File: src/design/sigmoidFormatPkg.sv
`default_nettype none

package sigmoidFormatPkg;

	// Input sample, two's complement
	localparam int XWidth = 8;

	typedef logic signed [XWidth-1:0] xType;

	// Folded magnitude, -128 folds to 128 and needs all eight bits
	typedef logic [XWidth-1:0] magType;

	// Width of the product and of product plus intercept
	localparam int ProdWidth = 12;

	// Carries beyond the top bit are dropped
	typedef logic [ProdWidth-1:0] prodType;

	// Significant output field
	localparam int OutFieldWidth = 11;

	typedef logic [OutFieldWidth-1:0] outFieldType;

	// Zero bits below the field
	localparam int OutLsbPad = 4;

	// Output word layout
	// bit 15 is zero, bits 14..4 hold the field, bits 3..0 are zero
	typedef logic [OutFieldWidth+OutLsbPad:0] yType;

endpackage

`default_nettype wire
File: src/design/sigmoidCoeffPkg.sv
`default_nettype none

package sigmoidCoeffPkg;

	// Eight segments of the piecewise-linear fit
	localparam int SegCount = 8;

	typedef logic [$clog2(SegCount)-1:0] segType;

	// Slope in units of 2^-6
	typedef logic [3:0] slopeType;

	// Intercept in units of 2^-11, same width as the product it is added to
	typedef logic [sigmoidFormatPkg::ProdWidth-1:0] interceptType;

	// Slope per segment, steepest near zero
	localparam slopeType SlopeTable [SegCount] = '{
		4'd15,
		4'd14,
		4'd11,
		4'd8,
		4'd6,
		4'd4,
		4'd2,
		4'd1
	};

	// Intercept per segment
	// Each entry already holds the constant 0.5 (1024) in its top bits
	localparam interceptType InterceptTable [SegCount] = '{
		12'd1027,
		12'd1053,
		12'd1150,
		12'd1295,
		12'd1419,
		12'd1572,
		12'd1762,
		12'd1880
	};

endpackage

`default_nettype wire

File: src/design/sigmoid.sv
`default_nettype none

module sigmoid (
	input  wire                          clk,
	input  wire                          i_arstN,
	input  wire                          i_inValid,
	input  wire sigmoidFormatPkg::xType  i_x,
	output wire sigmoidFormatPkg::yType  o_y,
	output wire                          o_outValid
);

	// Stage 1 outputs
	wire                                 signS1;
	wire sigmoidFormatPkg::magType       magS1;
	wire sigmoidCoeffPkg::slopeType      slopeS1;
	wire sigmoidCoeffPkg::interceptType  interceptS1;

	// Stage 2 outputs
	wire sigmoidFormatPkg::prodType      productS2;
	wire sigmoidCoeffPkg::interceptType  interceptS2;

	// Sign aligned with the stage-3 adder
	wire                                 signS3;

	sigmoidCtrl uCtrl (
		.clk        (clk),
		.i_arstN    (i_arstN),
		.i_inValid  (i_inValid),
		.i_sign     (signS1),
		.o_outValid (o_outValid),
		.o_signS3   (signS3)
	);

	segmentLookup uSegmentLookup (
		.clk         (clk),
		.i_arstN     (i_arstN),
		.i_x         (i_x),
		.o_mag       (magS1),
		.o_slope     (slopeS1),
		.o_intercept (interceptS1),
		.o_sign      (signS1)
	);

	slopeMultiplier uSlopeMultiplier (
		.clk         (clk),
		.i_arstN     (i_arstN),
		.i_mag       (magS1),
		.i_slope     (slopeS1),
		.i_intercept (interceptS1),
		.o_product   (productS2),
		.o_intercept (interceptS2)
	);

	outputAssembler uOutputAssembler (
		.clk         (clk),
		.i_arstN     (i_arstN),
		.i_product   (productS2),
		.i_intercept (interceptS2),
		.i_sign      (signS3),
		.o_y         (o_y)
	);

endmodule

`default_nettype wire

File: src/design/outputAssembler.sv
`default_nettype none

module outputAssembler (
	input  wire                                clk,
	input  wire                                i_arstN,
	input  wire sigmoidFormatPkg::prodType     i_product,
	input  wire sigmoidCoeffPkg::interceptType i_intercept,
	input  wire                                i_sign,
	output sigmoidFormatPkg::yType             o_y
);

	sigmoidFormatPkg::prodType      sum;
	sigmoidFormatPkg::outFieldType  field;
	sigmoidFormatPkg::outFieldType  fieldQ;

	// Modulo 4096, carry out is dropped
	assign sum = i_product + i_intercept;

	// Mirrored half, inverting the field gives roughly 1 - y
	assign field = sum[sigmoidFormatPkg::OutFieldWidth-1:0]
		^ {sigmoidFormatPkg::OutFieldWidth{i_sign}};

	// Stage 3 register
	always_ff @(posedge clk or negedge i_arstN) begin
		if (!i_arstN) begin
			fieldQ <= '0;
		end else begin
			fieldQ <= field;
		end
	end

	// Field sits at bits 14..4, the rest is constant zero
	assign o_y = {1'b0, fieldQ, {sigmoidFormatPkg::OutLsbPad{1'b0}}};

endmodule

`default_nettype wire

File: src/design/slopeMultiplier.sv
`default_nettype none

module slopeMultiplier (
	input  wire                                clk,
	input  wire                                i_arstN,
	input  wire sigmoidFormatPkg::magType      i_mag,
	input  wire sigmoidCoeffPkg::slopeType     i_slope,
	input  wire sigmoidCoeffPkg::interceptType i_intercept,
	output sigmoidFormatPkg::prodType          o_product,
	output sigmoidCoeffPkg::interceptType      o_intercept
);

	sigmoidFormatPkg::prodType product;

	// 8 x 4 bits, largest value 255 * 15 fits in 12 bits
	assign product = i_mag * i_slope;

	// Stage 2 register, intercept rides along to stay aligned
	always_ff @(posedge clk or negedge i_arstN) begin
		if (!i_arstN) begin
			o_product   <= '0;
			o_intercept <= '0;
		end else begin
			o_product   <= product;
			o_intercept <= i_intercept;
		end
	end

endmodule

`default_nettype wire

File: src/design/segmentLookup.sv
`default_nettype none

module segmentLookup (
	input  wire                            clk,
	input  wire                            i_arstN,
	input  wire sigmoidFormatPkg::xType    i_x,
	output sigmoidFormatPkg::magType       o_mag,
	output sigmoidCoeffPkg::slopeType      o_slope,
	output sigmoidCoeffPkg::interceptType  o_intercept,
	output logic                           o_sign
);

	logic                      sign;
	sigmoidFormatPkg::magType  absX;
	sigmoidCoeffPkg::segType   seg;

	// Input MSB, also handed to the control path unregistered
	assign sign = i_x[sigmoidFormatPkg::XWidth-1];

	// Fold negative inputs onto the positive half
	// -128 stays 8'h80, read as unsigned 128
	always_comb begin
		if (sign) begin
			absX = sigmoidFormatPkg::magType'(-i_x);
		end else begin
			absX = sigmoidFormatPkg::magType'(i_x);
		end
	end

	// Segments are 16 wide over 0..127
	// Magnitude 128 only comes from -128 and shares the last segment
	always_comb begin
		if (absX[sigmoidFormatPkg::XWidth-1]) begin
			seg = sigmoidCoeffPkg::segType'(sigmoidCoeffPkg::SegCount - 1);
		end else begin
			seg = absX[6:4];
		end
	end

	// Stage 1 register
	always_ff @(posedge clk or negedge i_arstN) begin
		if (!i_arstN) begin
			o_mag       <= '0;
			o_slope     <= '0;
			o_intercept <= '0;
		end else begin
			o_mag       <= absX;
			o_slope     <= sigmoidCoeffPkg::SlopeTable[seg];
			o_intercept <= sigmoidCoeffPkg::InterceptTable[seg];
		end
	end

	assign o_sign = sign;

endmodule

`default_nettype wire

File: src/design/sigmoidCtrl.sv
`default_nettype none

module sigmoidCtrl (
	input  wire  clk,
	input  wire  i_arstN,
	input  wire  i_inValid,
	input  wire  i_sign,
	output logic o_outValid,
	output logic o_signS3
);

	// One bit per register stage of the datapath
	localparam int ValidDepth = 3;

	// Sign is consumed ahead of the stage-3 register
	localparam int SignDepth = 2;

	logic [ValidDepth-1:0] validPipe;
	logic [SignDepth-1:0]  signPipe;

	// Valid follows the data through all three stages
	always_ff @(posedge clk or negedge i_arstN) begin
		if (!i_arstN) begin
			validPipe <= '0;
		end else begin
			validPipe <= {validPipe[ValidDepth-2:0], i_inValid};
		end
	end

	// Sign selects the mirrored half at stage 3
	always_ff @(posedge clk or negedge i_arstN) begin
		if (!i_arstN) begin
			signPipe <= '0;
		end else begin
			signPipe <= {signPipe[SignDepth-2:0], i_sign};
		end
	end

	assign o_outValid = validPipe[ValidDepth-1];
	assign o_signS3   = signPipe[SignDepth-1];

endmodule

`default_nettype wire

File: config.mk
export PLATFORM = sky130hd
export DESIGN_NAME = sigmoid
export DESIGN_NICKNAME = d
export VERILOG_FILES = /design/src/design/sigmoidFormatPkg.sv /design/src/design/sigmoidCoeffPkg.sv /design/src/design/sigmoid.sv /design/src/design/outputAssembler.sv /design/src/design/slopeMultiplier.sv /design/src/design/segmentLookup.sv /design/src/design/sigmoidCtrl.sv
export SDC_FILE = /design/constraint.sdc
export NUM_CORES = 1
export LEC_CHECK = 0
export ABC_AREA = 1
export BUFFER_PORTS_ARGS = -buffer_cell sky130_fd_sc_hd__buf_2
export CAP_MARGIN = 20
export CORE_MARGIN = 4
export CORE_UTILIZATION = 55
export DETAILED_ROUTE_END_ITERATION = 7
export PLACE_DENSITY_LB_ADDON = 0.05
export RECOVER_POWER = 50
export SLEW_MARGIN = 5
export SYNTH_ARGS = -nofsm -noshare
export SYNTH_HDL_FRONTEND = slang
export SYNTH_SLANG_ARGS = --single-unit
export TNS_END_PERCENT = 10
File: constraint.sdc
create_clock -name clk -period 3.15 [get_ports clk]
set_clock_uncertainty 0.2 [all_clocks]
set_input_delay 0 -clock clk [delete_from_list [all_inputs] [get_ports clk]]
set_output_delay 0 -clock clk [all_outputs]
set_load 0.01 [all_outputs]
Word level (Yosys, flattened, before mapping). Memory sizes are Yosys's and may differ from the RTL's. A register that Yosys moved wholly into a read port is not among the register bits. Cells that the tools add are included.

Reductions and logical operators: 2. Multipliers: 1. Muxes and demuxes: 2. Bitwise operators: 2. $add $sub $neg: 2.

Operator list (count): $add A11 B11 Y11 (1); $mul A8 B4 Y11 (1); $xor A11 B11 Y11 (1); $mux W8 (1); $neg A8 Y8 (1); $not A3 Y4 (1); $mux W3 (1); $logic_not A1 Y1 (2).

Output and inout port bits: 17. Logic and storage cells: 17. Register bits after elaboration: 46. Memories: 2. ROM bits: 128. Bits of input ports: 11.

Memory list: (name not given) (depth 8, width 12, rd ports 1, clocked after memory_dff 1, write ports 0, RTL line segmentLookup.sv:49) `o_intercept <= sigmoidCoeffPkg::InterceptTable[seg];`; (name not given) (depth 8, width 4, rd ports 1, clocked after memory_dff 1, write ports 0, RTL line segmentLookup.sv:48) `o_slope <= sigmoidCoeffPkg::SlopeTable[seg];`.

Logic depth before layout (Yosys ltp). Gate-level depths: netlist of the first run.

Depth in word-level cells: 4. Mapped depth: 15. Depth with buffers taken out: 14.

By module. From an unflattened synthesis of the first run, not the netlist that was laid out.

Cell total of the unflattened synthesis: 458. Area total of the unflattened synthesis: 3918.8 µm².

By module, submodules not included: slopeMultiplier (area each 1657.8 µm², seq. area each 600.6 µm², instances 1, cells each 198); segmentLookup (area each 1111.1 µm², seq. area each 575.6 µm², instances 1, cells each 107); outputAssembler (area each 1024.7 µm², seq. area each 275.3 µm², instances 1, cells each 148); sigmoidCtrl (area each 125.1 µm², seq. area each 125.1 µm², instances 1, cells each 5).

Worst setup path after synthesis of the first run. No wires, ideal clock.

Kind: register to register. Start: reg uSegmentLookup.o_slope[2]. End: reg uSlopeMultiplier.o_product[10]. Library setup time: 117 ps. Stages on the path, launching flop included: 14. Clock period less this slack: 2964 ps. Path slack: 186 ps. Path buffers: 1. Data arrival time: 2647 ps. Required time: 2833 ps. Cells stage by stage: dfrtp_1 clkbuf_1 nand2_1 fa_1 inv_1 fa_1 inv_1 fa_1 inv_1 nand3_1 nand2_1 nand3_1 nand3_1 nand2_1.

Cells in the longest elaborated chain, start to end: 1.

Ends and longest elaborated chain: start: declaration (RTL line segmentLookup.sv:8) `output sigmoidCoeffPkg::slopeType o_slope,`; $mul A8 B4 Y11 (RTL line slopeMultiplier.sv:16) `assign product = i_mag * i_slope;`; net uSlopeMultiplier.product[10] (RTL line slopeMultiplier.sv:13) `sigmoidFormatPkg::prodType product;`; end signal: assignment (RTL line slopeMultiplier.sv:24) `o_product <= product;`; end: declaration (RTL line slopeMultiplier.sv:9) `output sigmoidFormatPkg::prodType o_product,`.

The timed path passes the listed nets, and every way through them passes these cells.

Final worst setup path of the first run.
Start: reg uSegmentLookup.o_slope[3]. End: reg uSlopeMultiplier.o_product[10].

Same word-level chain as after synthesis.

==> impl_metrics.toml, run 1 <==
[global_route]
grt_pass1_vias = 2692
grt_usage = 0.184
grt_max_degree = 40
antenna_found_initial = 0
grt-ovfl-total = 0
grt_pass1_wl_um = 12200

[yosys]
yosysWarnings = 0
synth_area_per_cell_um2 = 8.53
synth_area_leaders = "dfrtp_1, nand2_1, ha_1"
synthFlopType = "dfrtp_1"
synth.top_cell.area_share = 0.409
synth.distinct_cells = 28
syn_inst = 438
seq_area_frac_synth = 0.409
synth_area_leader_cell = "dfrtp_1"
synth-seq-cells = 61
synth_edf_count = 0
syn_area_mm2 = 0.00373
async_flop_share = 1.00

[routing]
firstDrtPassIters = 4
dr_total_vias = 2621
drc = 0
wl_um = 6610
via_per_inst = 4.67
wire_per_inst_um = 11.8
drt_iter0_drc = 52
drtAntennaViolNets = 0

[clock_tree]
clock_latency_ns = 0.34
tritoncts = "done"
clockBufferDepth = 2
path_clk_slew_ns = 0.07
cts_buffers = 9
cts_max_level = 3
clock_sinks = 61
clockRootBuffer = "clkbuf_8"

[timing]
fin_crit_sh = 0.938
slew_viol_final = 40
fin_crit_ns = 2.96
finalHoldViolCount = 0
slew_headroom = -0.335
layout_setup_ws_ns = 0.194
fmax_mhz = 338
setup-violations-final = 0
worstMarginPinSlew_ns = 2.00

[floorplanning]
die_y_um = 90.4
rows = 29
die_w_um = 90.4
io_pins = 28
dieArea_mm2 = 0.00817
core_area_mm2 = 0.00646
initial_core_util = 0.578

[layout]
drive_above_1_share = 0.110
n_antenna_cell = 0
final_common_cell = "nand2_1"
area_growth_pct = 13.5
nFillCells = 561
final_cell_mix = "nand2_1, inv_1, dfrtp_1, ha_1, nand3_1"
fin_nets = 534

[placed_design]
gp_congestion = 0.859
post-place-ws_ns = 0.0607
place_hpwl_um = 5250
portBuffers = 22

[setup_path]
startpoint_type = "flip-flop"
crit_start = "uSegmentLookup.o_slope[3]"
r2r-start = "uSegmentLookup.o_slope[3]"
critPathArrivalTime_ns = 3.03
crit_fanout = 7
crit_required_ns = 3.22
end_kind = "flip-flop"
worstSetupPathType = "reg2reg"

[power]
p_total_w = 0.00294
leakagePower_nw = 2.45
power_density_mw_per_mm2 = 694
vdd_ir_drop_max_uv = 628

[job]
drv_cap = 1

[worst_hold_path]
hold_start = "i_inValid"
hp-class = "in2reg"

[run_status]
status = "finished, violations left"
violations = "max-capacitance violations, max-slew violations"
-- synth_stat cells, types with 6 or more instances --
cell type and n:
a21oi_1 8, nand4_1 6, xnor2_1 11, fa_1 13, dfrtp_1 61, ha_1 31, nor2_1 14, nand3_1 24
nand3_2 6, xor2_1 12, buf_4 6, nand2_1 128, inv_1 91
-- where the power goes --
group / total [W] / switching (W) / internal (W)
Sequential: 0.00104 / 0.0000748 / 0.000965
Clock: 0.000712 / 0.000336 / 0.000376
Combinational: 0.00119 / 0.000719 / 0.000469
-- worst paths after layout --
| kind | cells past startpoint | end | slack [ns] |
|---|---|---|---|
| min reg2reg | 0 | uSlopeMultiplier.o_intercept[6] | 0.14 |
| max reg2reg | 13 | uSlopeMultiplier.o_product[10] | 0.19 |
| min | 2 | uCtrl.validPipe[0] | 0.1 |
| max in group asynchronous | 2 | uSegmentLookup.o_slope[2] | 0.87 |
| min in group asynchronous | 2 | uSlopeMultiplier.o_product[9] | 0.56 |
| max | 13 | uSlopeMultiplier.o_product[10] | 0.19 |
-- timing repair --
action	CTS	global route
setup endpoints to repair	0	3
hold buffers	13	0
hold endpoints to repair	62	0
gates resized for setup	0	8
buffers inserted	0	1
-- metal layers --
metal,track usage,up-vias,share of wire
li1,-,1380,-
met1,0.238,1194,0.47
met2,0.311,41,0.49
met3,0.0458,6,0.036
met4,0.0446,0,0.0076
met5,0,-,0
-- worst max-delay path: stages (launching register included) --
cell,delay [ns]
dfrtp_2,0.42
nand2_1,0.10
fa_1,0.54
inv_1,0.05
fa_1,0.57
inv_1,0.08
fa_2,0.40
inv_1,0.08
nand3_1,0.08
nand2_2,0.09
nand3_1,0.08
nand2_1,0.08
nand2b_1,0.06
nand2_1,0.06
-- registers in the layout, summed over array words and instances, names as in the netlist --
register,cells
uCtrl.signPipe,2
uCtrl.validPipe,3
uOutputAssembler.fieldQ,11
uSegmentLookup.o_intercept,11
uSegmentLookup.o_mag,8
uSegmentLookup.o_slope,4
uSlopeMultiplier.o_intercept,11
uSlopeMultiplier.o_product,11
-- cells by family after synthesis --
family | synth area share
xor+xnor | 0.0539
fa+ha+maj | 0.174
other cells | 0.00201
simple gates | 0.234
compound gates | 0.0191
flops | 0.409
buf+inv | 0.109
-- stage by stage --
stage | TNS [ns] | instances | util | area (um^2) | hold WS, ns
floorplan | 0 | 442 | - | 3750 | -0.496
detailed placement | 0 | 531 | 0.603 | 3900 | -0.0875
CTS | 0 | 560 | 0.655 | 4230 | 0.0844
finish | 0 | 561 | 0.656 | 4240 | 0.0984
global placement | 0 | 531 | 0.603 | 3900 | -0.0900
global route | -0.00568 | 561 | 0.656 | 4240 | 0.110
-- final cells by class --
| class | count | area (um^2) | area share |
|---|---|---|---|
| multi-input cells | 279 | 1830 | 0.432 |
| flip-flops and latches | 61 | 1530 | 0.361 |
| inverters | 91 | 342 | 0.0806 |
| repair buffers | 37 | 236 | 0.0558 |
| clock buffers | 9 | 124 | 0.0292 |
| well taps | 77 | 96.3 | 0.0227 |
| clock inverters | 7 | 78.8 | 0.0186 |
No activity file was read; power rests on OpenSTA's default activity.
==> run 2, diff against run 1 <==
BUFFER_PORTS_ARGS = not set   (was -buffer_cell sky130_fd_sc_hd__buf_2)
CORE_UTILIZATION = 58   (was 55)
DONT_BUFFER_PORTS = 1   (was not set)
==> run 2 against run 1 <==
Compared with the run above:
- the run now ends clean
- total power fell by 5.6%
- sequential share of layout area increased by 0.79 points
- combinational power down 9%
- first-iteration DRC count increased by 50%
- die area decreased by 4.7%
- via count shrank 1.9%
- register-to-register slack worse by 0.04 ns
- hold slack gained 0.015 ns
- critical path depth is 1 lower
- wire length shrank 2.8%
- sequential power up 5%
- largest cell class unchanged
- highest routed layer unchanged
==> impl_metrics.toml, run 2 (synthesis gave the netlist of run 1 again) <==
[setup_path]
crit_fanout = 8
cpLargestDelayFamily = "adder cells"
worstSetupPathType = "reg2reg"
cpPeakStageDelay_ns = 0.56
cp_slowest_cell = "fa_1"
critPathArrivalTime_ns = 3.01
startpoint_type = "flip-flop"
crit_required_ns = 3.17
path_cells = "nand2_1, fa_1, inv_1, fa_1, inv_1, fa_1, inv_1, nand3_1, nand2_1, nand3_1, nand3_1, nand2_1"
crit_buf_inv = 3
end_kind = "flip-flop"

[floorplanning]
core_area_mm2 = 0.00610
rows = 28
initial_core_util = 0.613
io_pins = 28
dieArea_mm2 = 0.00779
die_y_um = 88.2
die_w_um = 88.2

[timing]
setup-violations-final = 0
tns_ns = 0
slew_viol_final = 0
fin_crit_ns = 2.99
fmax_mhz = 334
slew_headroom = 0.580
finalHoldViolCount = 0
rsz0062_at_grt = "no"
fin_crit_sh = 0.950
worstMarginPinSlew_ns = 0.627
timing.hold.ws_ns = 0.113

[layout]
multi_input_area_mm2 = 0.00182
nFillCells = 494
final_cell_mix = "nand2_1, inv_1, dfrtp_1, ha_1, nand3_1"
final_common_cell = "nand2_1"
drive_above_1_share = 0.0884
regArea_mm2 = 0.00153
fin_nets = 514
area_growth_pct = 11.1
n_antenna_cell = 0

[routing]
via_per_inst = 4.77
wl_met1_um = 3070
wl_um = 6420
drc = 0
met2WireLength_um = 3080
firstDrtPassIters = 4
drt_iter0_drc = 78
wire_per_inst_um = 11.9
wl_met3_um = 180
dr_total_vias = 2570
routed.top_layer = "met4"
drtAntennaViolNets = 0

[global_route]
grt_usage = 0.195
grt-ovfl-total = 0
grt_pass1_wl_um = 11700
antenna_found_initial = 0
grt_max_degree = 50
grt_pass1_vias = 2627

[worst_hold_path]
hp-class = "in2reg"

[job]
drv_cap = 0

[power]
vdd_ir_drop_max_uv = 433
leakagePower_nw = 2.41
power_density_mw_per_mm2 = 669

[clock_tree]
clock_latency_ns = 0.33
clock_sinks = 61
cts_buffers = 9
tritoncts = "done"
cts_max_level = 3
clockBufferDepth = 2
cts_setup_buffers = 0
clockRootBuffer = "clkbuf_8"
path_clk_slew_ns = 0.07

[placed_design]
portBuffers = 0
place_hpwl_um = 5050
gp_congestion = 0.906

[run_status]
status = "completed"
-- run 2: repair_timing --
item | in CTS | in global routing
resized for setup | 0 | 4
hold endpoints to repair | 85 | 0
setup endpoints to repair | 0 | 4
hold buffers | 17 | 0
-- run 2: power breakdown --
group	internal (W)	total [W]	switching, W
sequential	0.000967	0.00109	0.000121
clock	0.000287	0.000604	0.000317
combinational	0.000437	0.00108	0.000647
-- run 2: worst register-to-register path: stages, from the launching register on --
cell,delay (ns)
dfrtp_2,0.42
nand2_1,0.10
fa_1,0.54
inv_1,0.05
fa_1,0.56
inv_1,0.07
fa_1,0.46
inv_1,0.09
nand3_1,0.06
nand2_1,0.10
nand3_1,0.09
nand3_1,0.09
nand2_1,0.06
-- run 2: path summary, 6_finish.rpt --
path	start	end	slack (ns)	cells after the start
max	uSegmentLookup.o_slope[3]	uSlopeMultiplier.o_product[10]	0.16	12
min	i_x[0]	uSegmentLookup.o_mag[0]	0.11	1
max in group asynchronous	i_arstN	uSlopeMultiplier.o_intercept[9]	0.94	4
min in group asynchronous	i_arstN	uSlopeMultiplier.o_product[6]	0.52	3
max reg2reg	uSegmentLookup.o_slope[3]	uSlopeMultiplier.o_product[10]	0.16	12
min reg2reg	uSegmentLookup.o_intercept[4]	uSlopeMultiplier.o_intercept[4]	0.15	0
-- run 2: area by class of cell --
cell class                 instances  area share
inverter                          91      0.0824
clock inverter                     7      0.0124
timing repair buffer              17      0.0452
sequential                        61       0.369
tap                               75      0.0226
multi-input combinational        279       0.439
clock buffer                       9      0.0299
-- run 2: through the flow --
step                 util  instance area, um^2  worst slack (ns)  cells  total power, W
floorplan               -                 3750             0.186    442         0.00195
global placement    0.620                 3780             0.164    506         0.00213
detailed placement  0.620                 3780            0.0880    506         0.00215
CTS                 0.679                 4140            0.0789    539         0.00281
global route        0.680                 4150           0.00391    539         0.00305
finish              0.680                 4150             0.159    539         0.00278
-- run 2: routing by layer --
metal | vias up | track usage
met1 | 1184 | 0.257
met5 | - | 0
li1 | 1342 | -
met3 | 8 | 0.0335
met2 | 36 | 0.330
met4 | 0 | 0.0618
==> run 3, diff against run 2 <==
CORE_UTILIZATION = 60   (was 58)
CTS_BUF_LIST = sky130_fd_sc_hd__clkbuf_4   (was not set)
==> run 3 against run 2 <==
Compared with the run above:
- count of clock-buffer cells in the layout is the same
- largest power group unchanged
- critical path type unchanged
- total power is 5.4% lower
- clock power shrank 24%
- final cell count unchanged
==> impl_metrics.toml, run 3 (synthesis gave the netlist of run 1 again) <==
[setup_path]
startpoint_type = "flip-flop"
cpLargestDelayFamily = "adder cells"
cpPeakStageDelay_ns = 0.53
worstSetupPathType = "reg2reg"
path_cells = "nand2_1, inv_1, fa_1, inv_1, fa_1, inv_1, ha_1, a21oi_1, nor2_1, nor2_1, nand2_1, nand2_1, nand2_1"
critPathArrivalTime_ns = 3.02
crit_required_ns = 3.23
r2r_cells = 13
r2r_slack_ns = 0.21
r2r-start = "uSegmentLookup.o_slope[3]"
rr_endpoint = "uSlopeMultiplier.o_product[9]"
cp_slowest_cell = "fa_1"
crit_path_frequent_cell = "nand2_1"
end_kind = "flip-flop"
crit_fanout = 8
crit_buf_inv = 3

[layout]
final_common_cell = "nand2_1"
drive_above_1_share = 0.0905
nFillCells = 476
final_cell_mix = "nand2_1, inv_1, dfrtp_1, ha_1, nand3_1"
n_antenna_cell = 0
stdcell_area_mm2 = 0.00407
multi_input_area_mm2 = 0.00182
regArea_mm2 = 0.00153
fin_nets = 514
area_growth_pct = 9.01

[timing]
fmax_mhz = 340
setup-violations-final = 0
timing.hold.ws_ns = 0.105
fin_crit_sh = 0.934
rsz0062_at_grt = "no"
worstMarginPinSlew_ns = 1.40
fin_crit_ns = 2.94
slew_headroom = 0.0686
tns_ns = 0
slew_viol_final = 0
finalHoldViolCount = 0
layout_setup_ws_ns = 0.208

[global_route]
grt_pass1_vias = 2549
antenna_found_initial = 0
grt_usage = 0.197
grt_pass1_wl_um = 11400
grt_max_degree = 62
grt-ovfl-total = 0

[power]
power_density_mw_per_mm2 = 645
leakagePower_nw = 2.38
vdd_ir_drop_max_uv = 380

[worst_hold_path]
hold_start = "i_x[0]"
holdPathStages = 1
hp-class = "in2reg"
hold_end = "uSegmentLookup.o_mag[0]"

[job]
drv_cap = 0

[clock_tree]
cts_setup_buffers = 0
cts_buffers = 9
cts_max_level = 3
clock_latency_ns = 0.40
tritoncts = "done"
path_clk_slew_ns = 0.09
clock_sinks = 61
clockRootBuffer = "clkbuf_4"
clockBufferDepth = 2

[floorplanning]
core_area_mm2 = 0.00599
die_y_um = 86.9
rows = 28
dieArea_mm2 = 0.00755
io_pins = 28
die_w_um = 86.9
initial_core_util = 0.623

[routing]
dr_total_vias = 2599
wire_per_inst_um = 12.1
firstDrtPassIters = 4
drtAntennaViolNets = 0
wl_um = 6500
drt_iter0_drc = 92
via_per_inst = 4.82
drc = 0

[placed_design]
post-place-ws_ns = 0.107
place_hpwl_um = 5000
portBuffers = 0
dpl_cell_area_mm2 = 0.00378
gp_congestion = 0.841

[run_status]
status = "completed"
## run 3: cell count changes in the layout (fill, tap and decap cells not counted)
cell             previous run  this run
clkbuf_4                    0         9
buf_16                      1         0
clkbuf_8                    9         0
clkdlybuf4s25_1             0         1
clkbuf_2                    0         1
fa_1                       13        12
fa_2                        0         1
dlygate4sd3_1              16        15
## run 3: timing repair
action	in CTS	in global routing
hold buffers	17	0
resized for setup	0	5
endpoints found under the hold margin	85	0
endpoints found under the setup margin	0	2
## run 3: power by group
group	total [W]	internal [W]	switching, W	leakage (nW)
clock	0.000458	0.000164	0.000294	0.0623
sequential	0.00109	0.000966	0.000122	0.728
combinational	0.00108	0.000434	0.000647	1.59
total	0.00263	0.00156	0.00106	2.38
## run 3: area by class of cell
cell class	count	share of cell area
timing repair buffer	17	0.0406
multi-input combinational	279	0.447
tap	75	0.0230
clock inverter	7	0.0126
inverter	91	0.0839
sequential	61	0.376
clock buffer	9	0.0166
## run 3: how the worst max path moves through the flow
| stage | startpoint | to | slack, ns | depth (start not counted) |
|---|---|---|---|---|
| 6_report | uSegmentLookup.o_slope[3] | uSlopeMultiplier.o_product[9] | 0.21 | 13 |
| 5_1_grt | uSegmentLookup.o_slope[3] | uSlopeMultiplier.o_product[9] | 0.009 | 13 |
| 4_1_cts | uSegmentLookup.o_slope[3] | uSlopeMultiplier.o_product[10] | 0.11 | 12 |
| 3_5_place_dp | uSegmentLookup.o_slope[3] | uSlopeMultiplier.o_product[10] | 0.11 | 12 |
| 3_3_place_gp | uSegmentLookup.o_slope[3] | uSlopeMultiplier.o_product[10] | 0.16 | 12 |
| 2_1_floorplan | uSegmentLookup.o_slope[2] | uSlopeMultiplier.o_product[10] | 0.19 | 13 |
## run 3: per-stage QoR
| stage | power, W | utilization | std cells |
|---|---|---|---|
| finish | 0.00263 | 0.680 | 539 |
| CTS | 0.00266 | 0.685 | 539 |
| global placement | 0.00213 | 0.631 | 506 |
| detailed placement | 0.00215 | 0.631 | 506 |
| floorplan | 0.00195 | - | 442 |
| global route | 0.00289 | 0.680 | 539 |
## run 3: metal layers
metal,vias up,share of wire,GRT usage
met2,36,0.48,0.320
met1,1210,0.48,0.262
met5,-,0,0
li1,1345,-,-
met3,8,0.029,0.0407
met4,0,0.013,0.0694
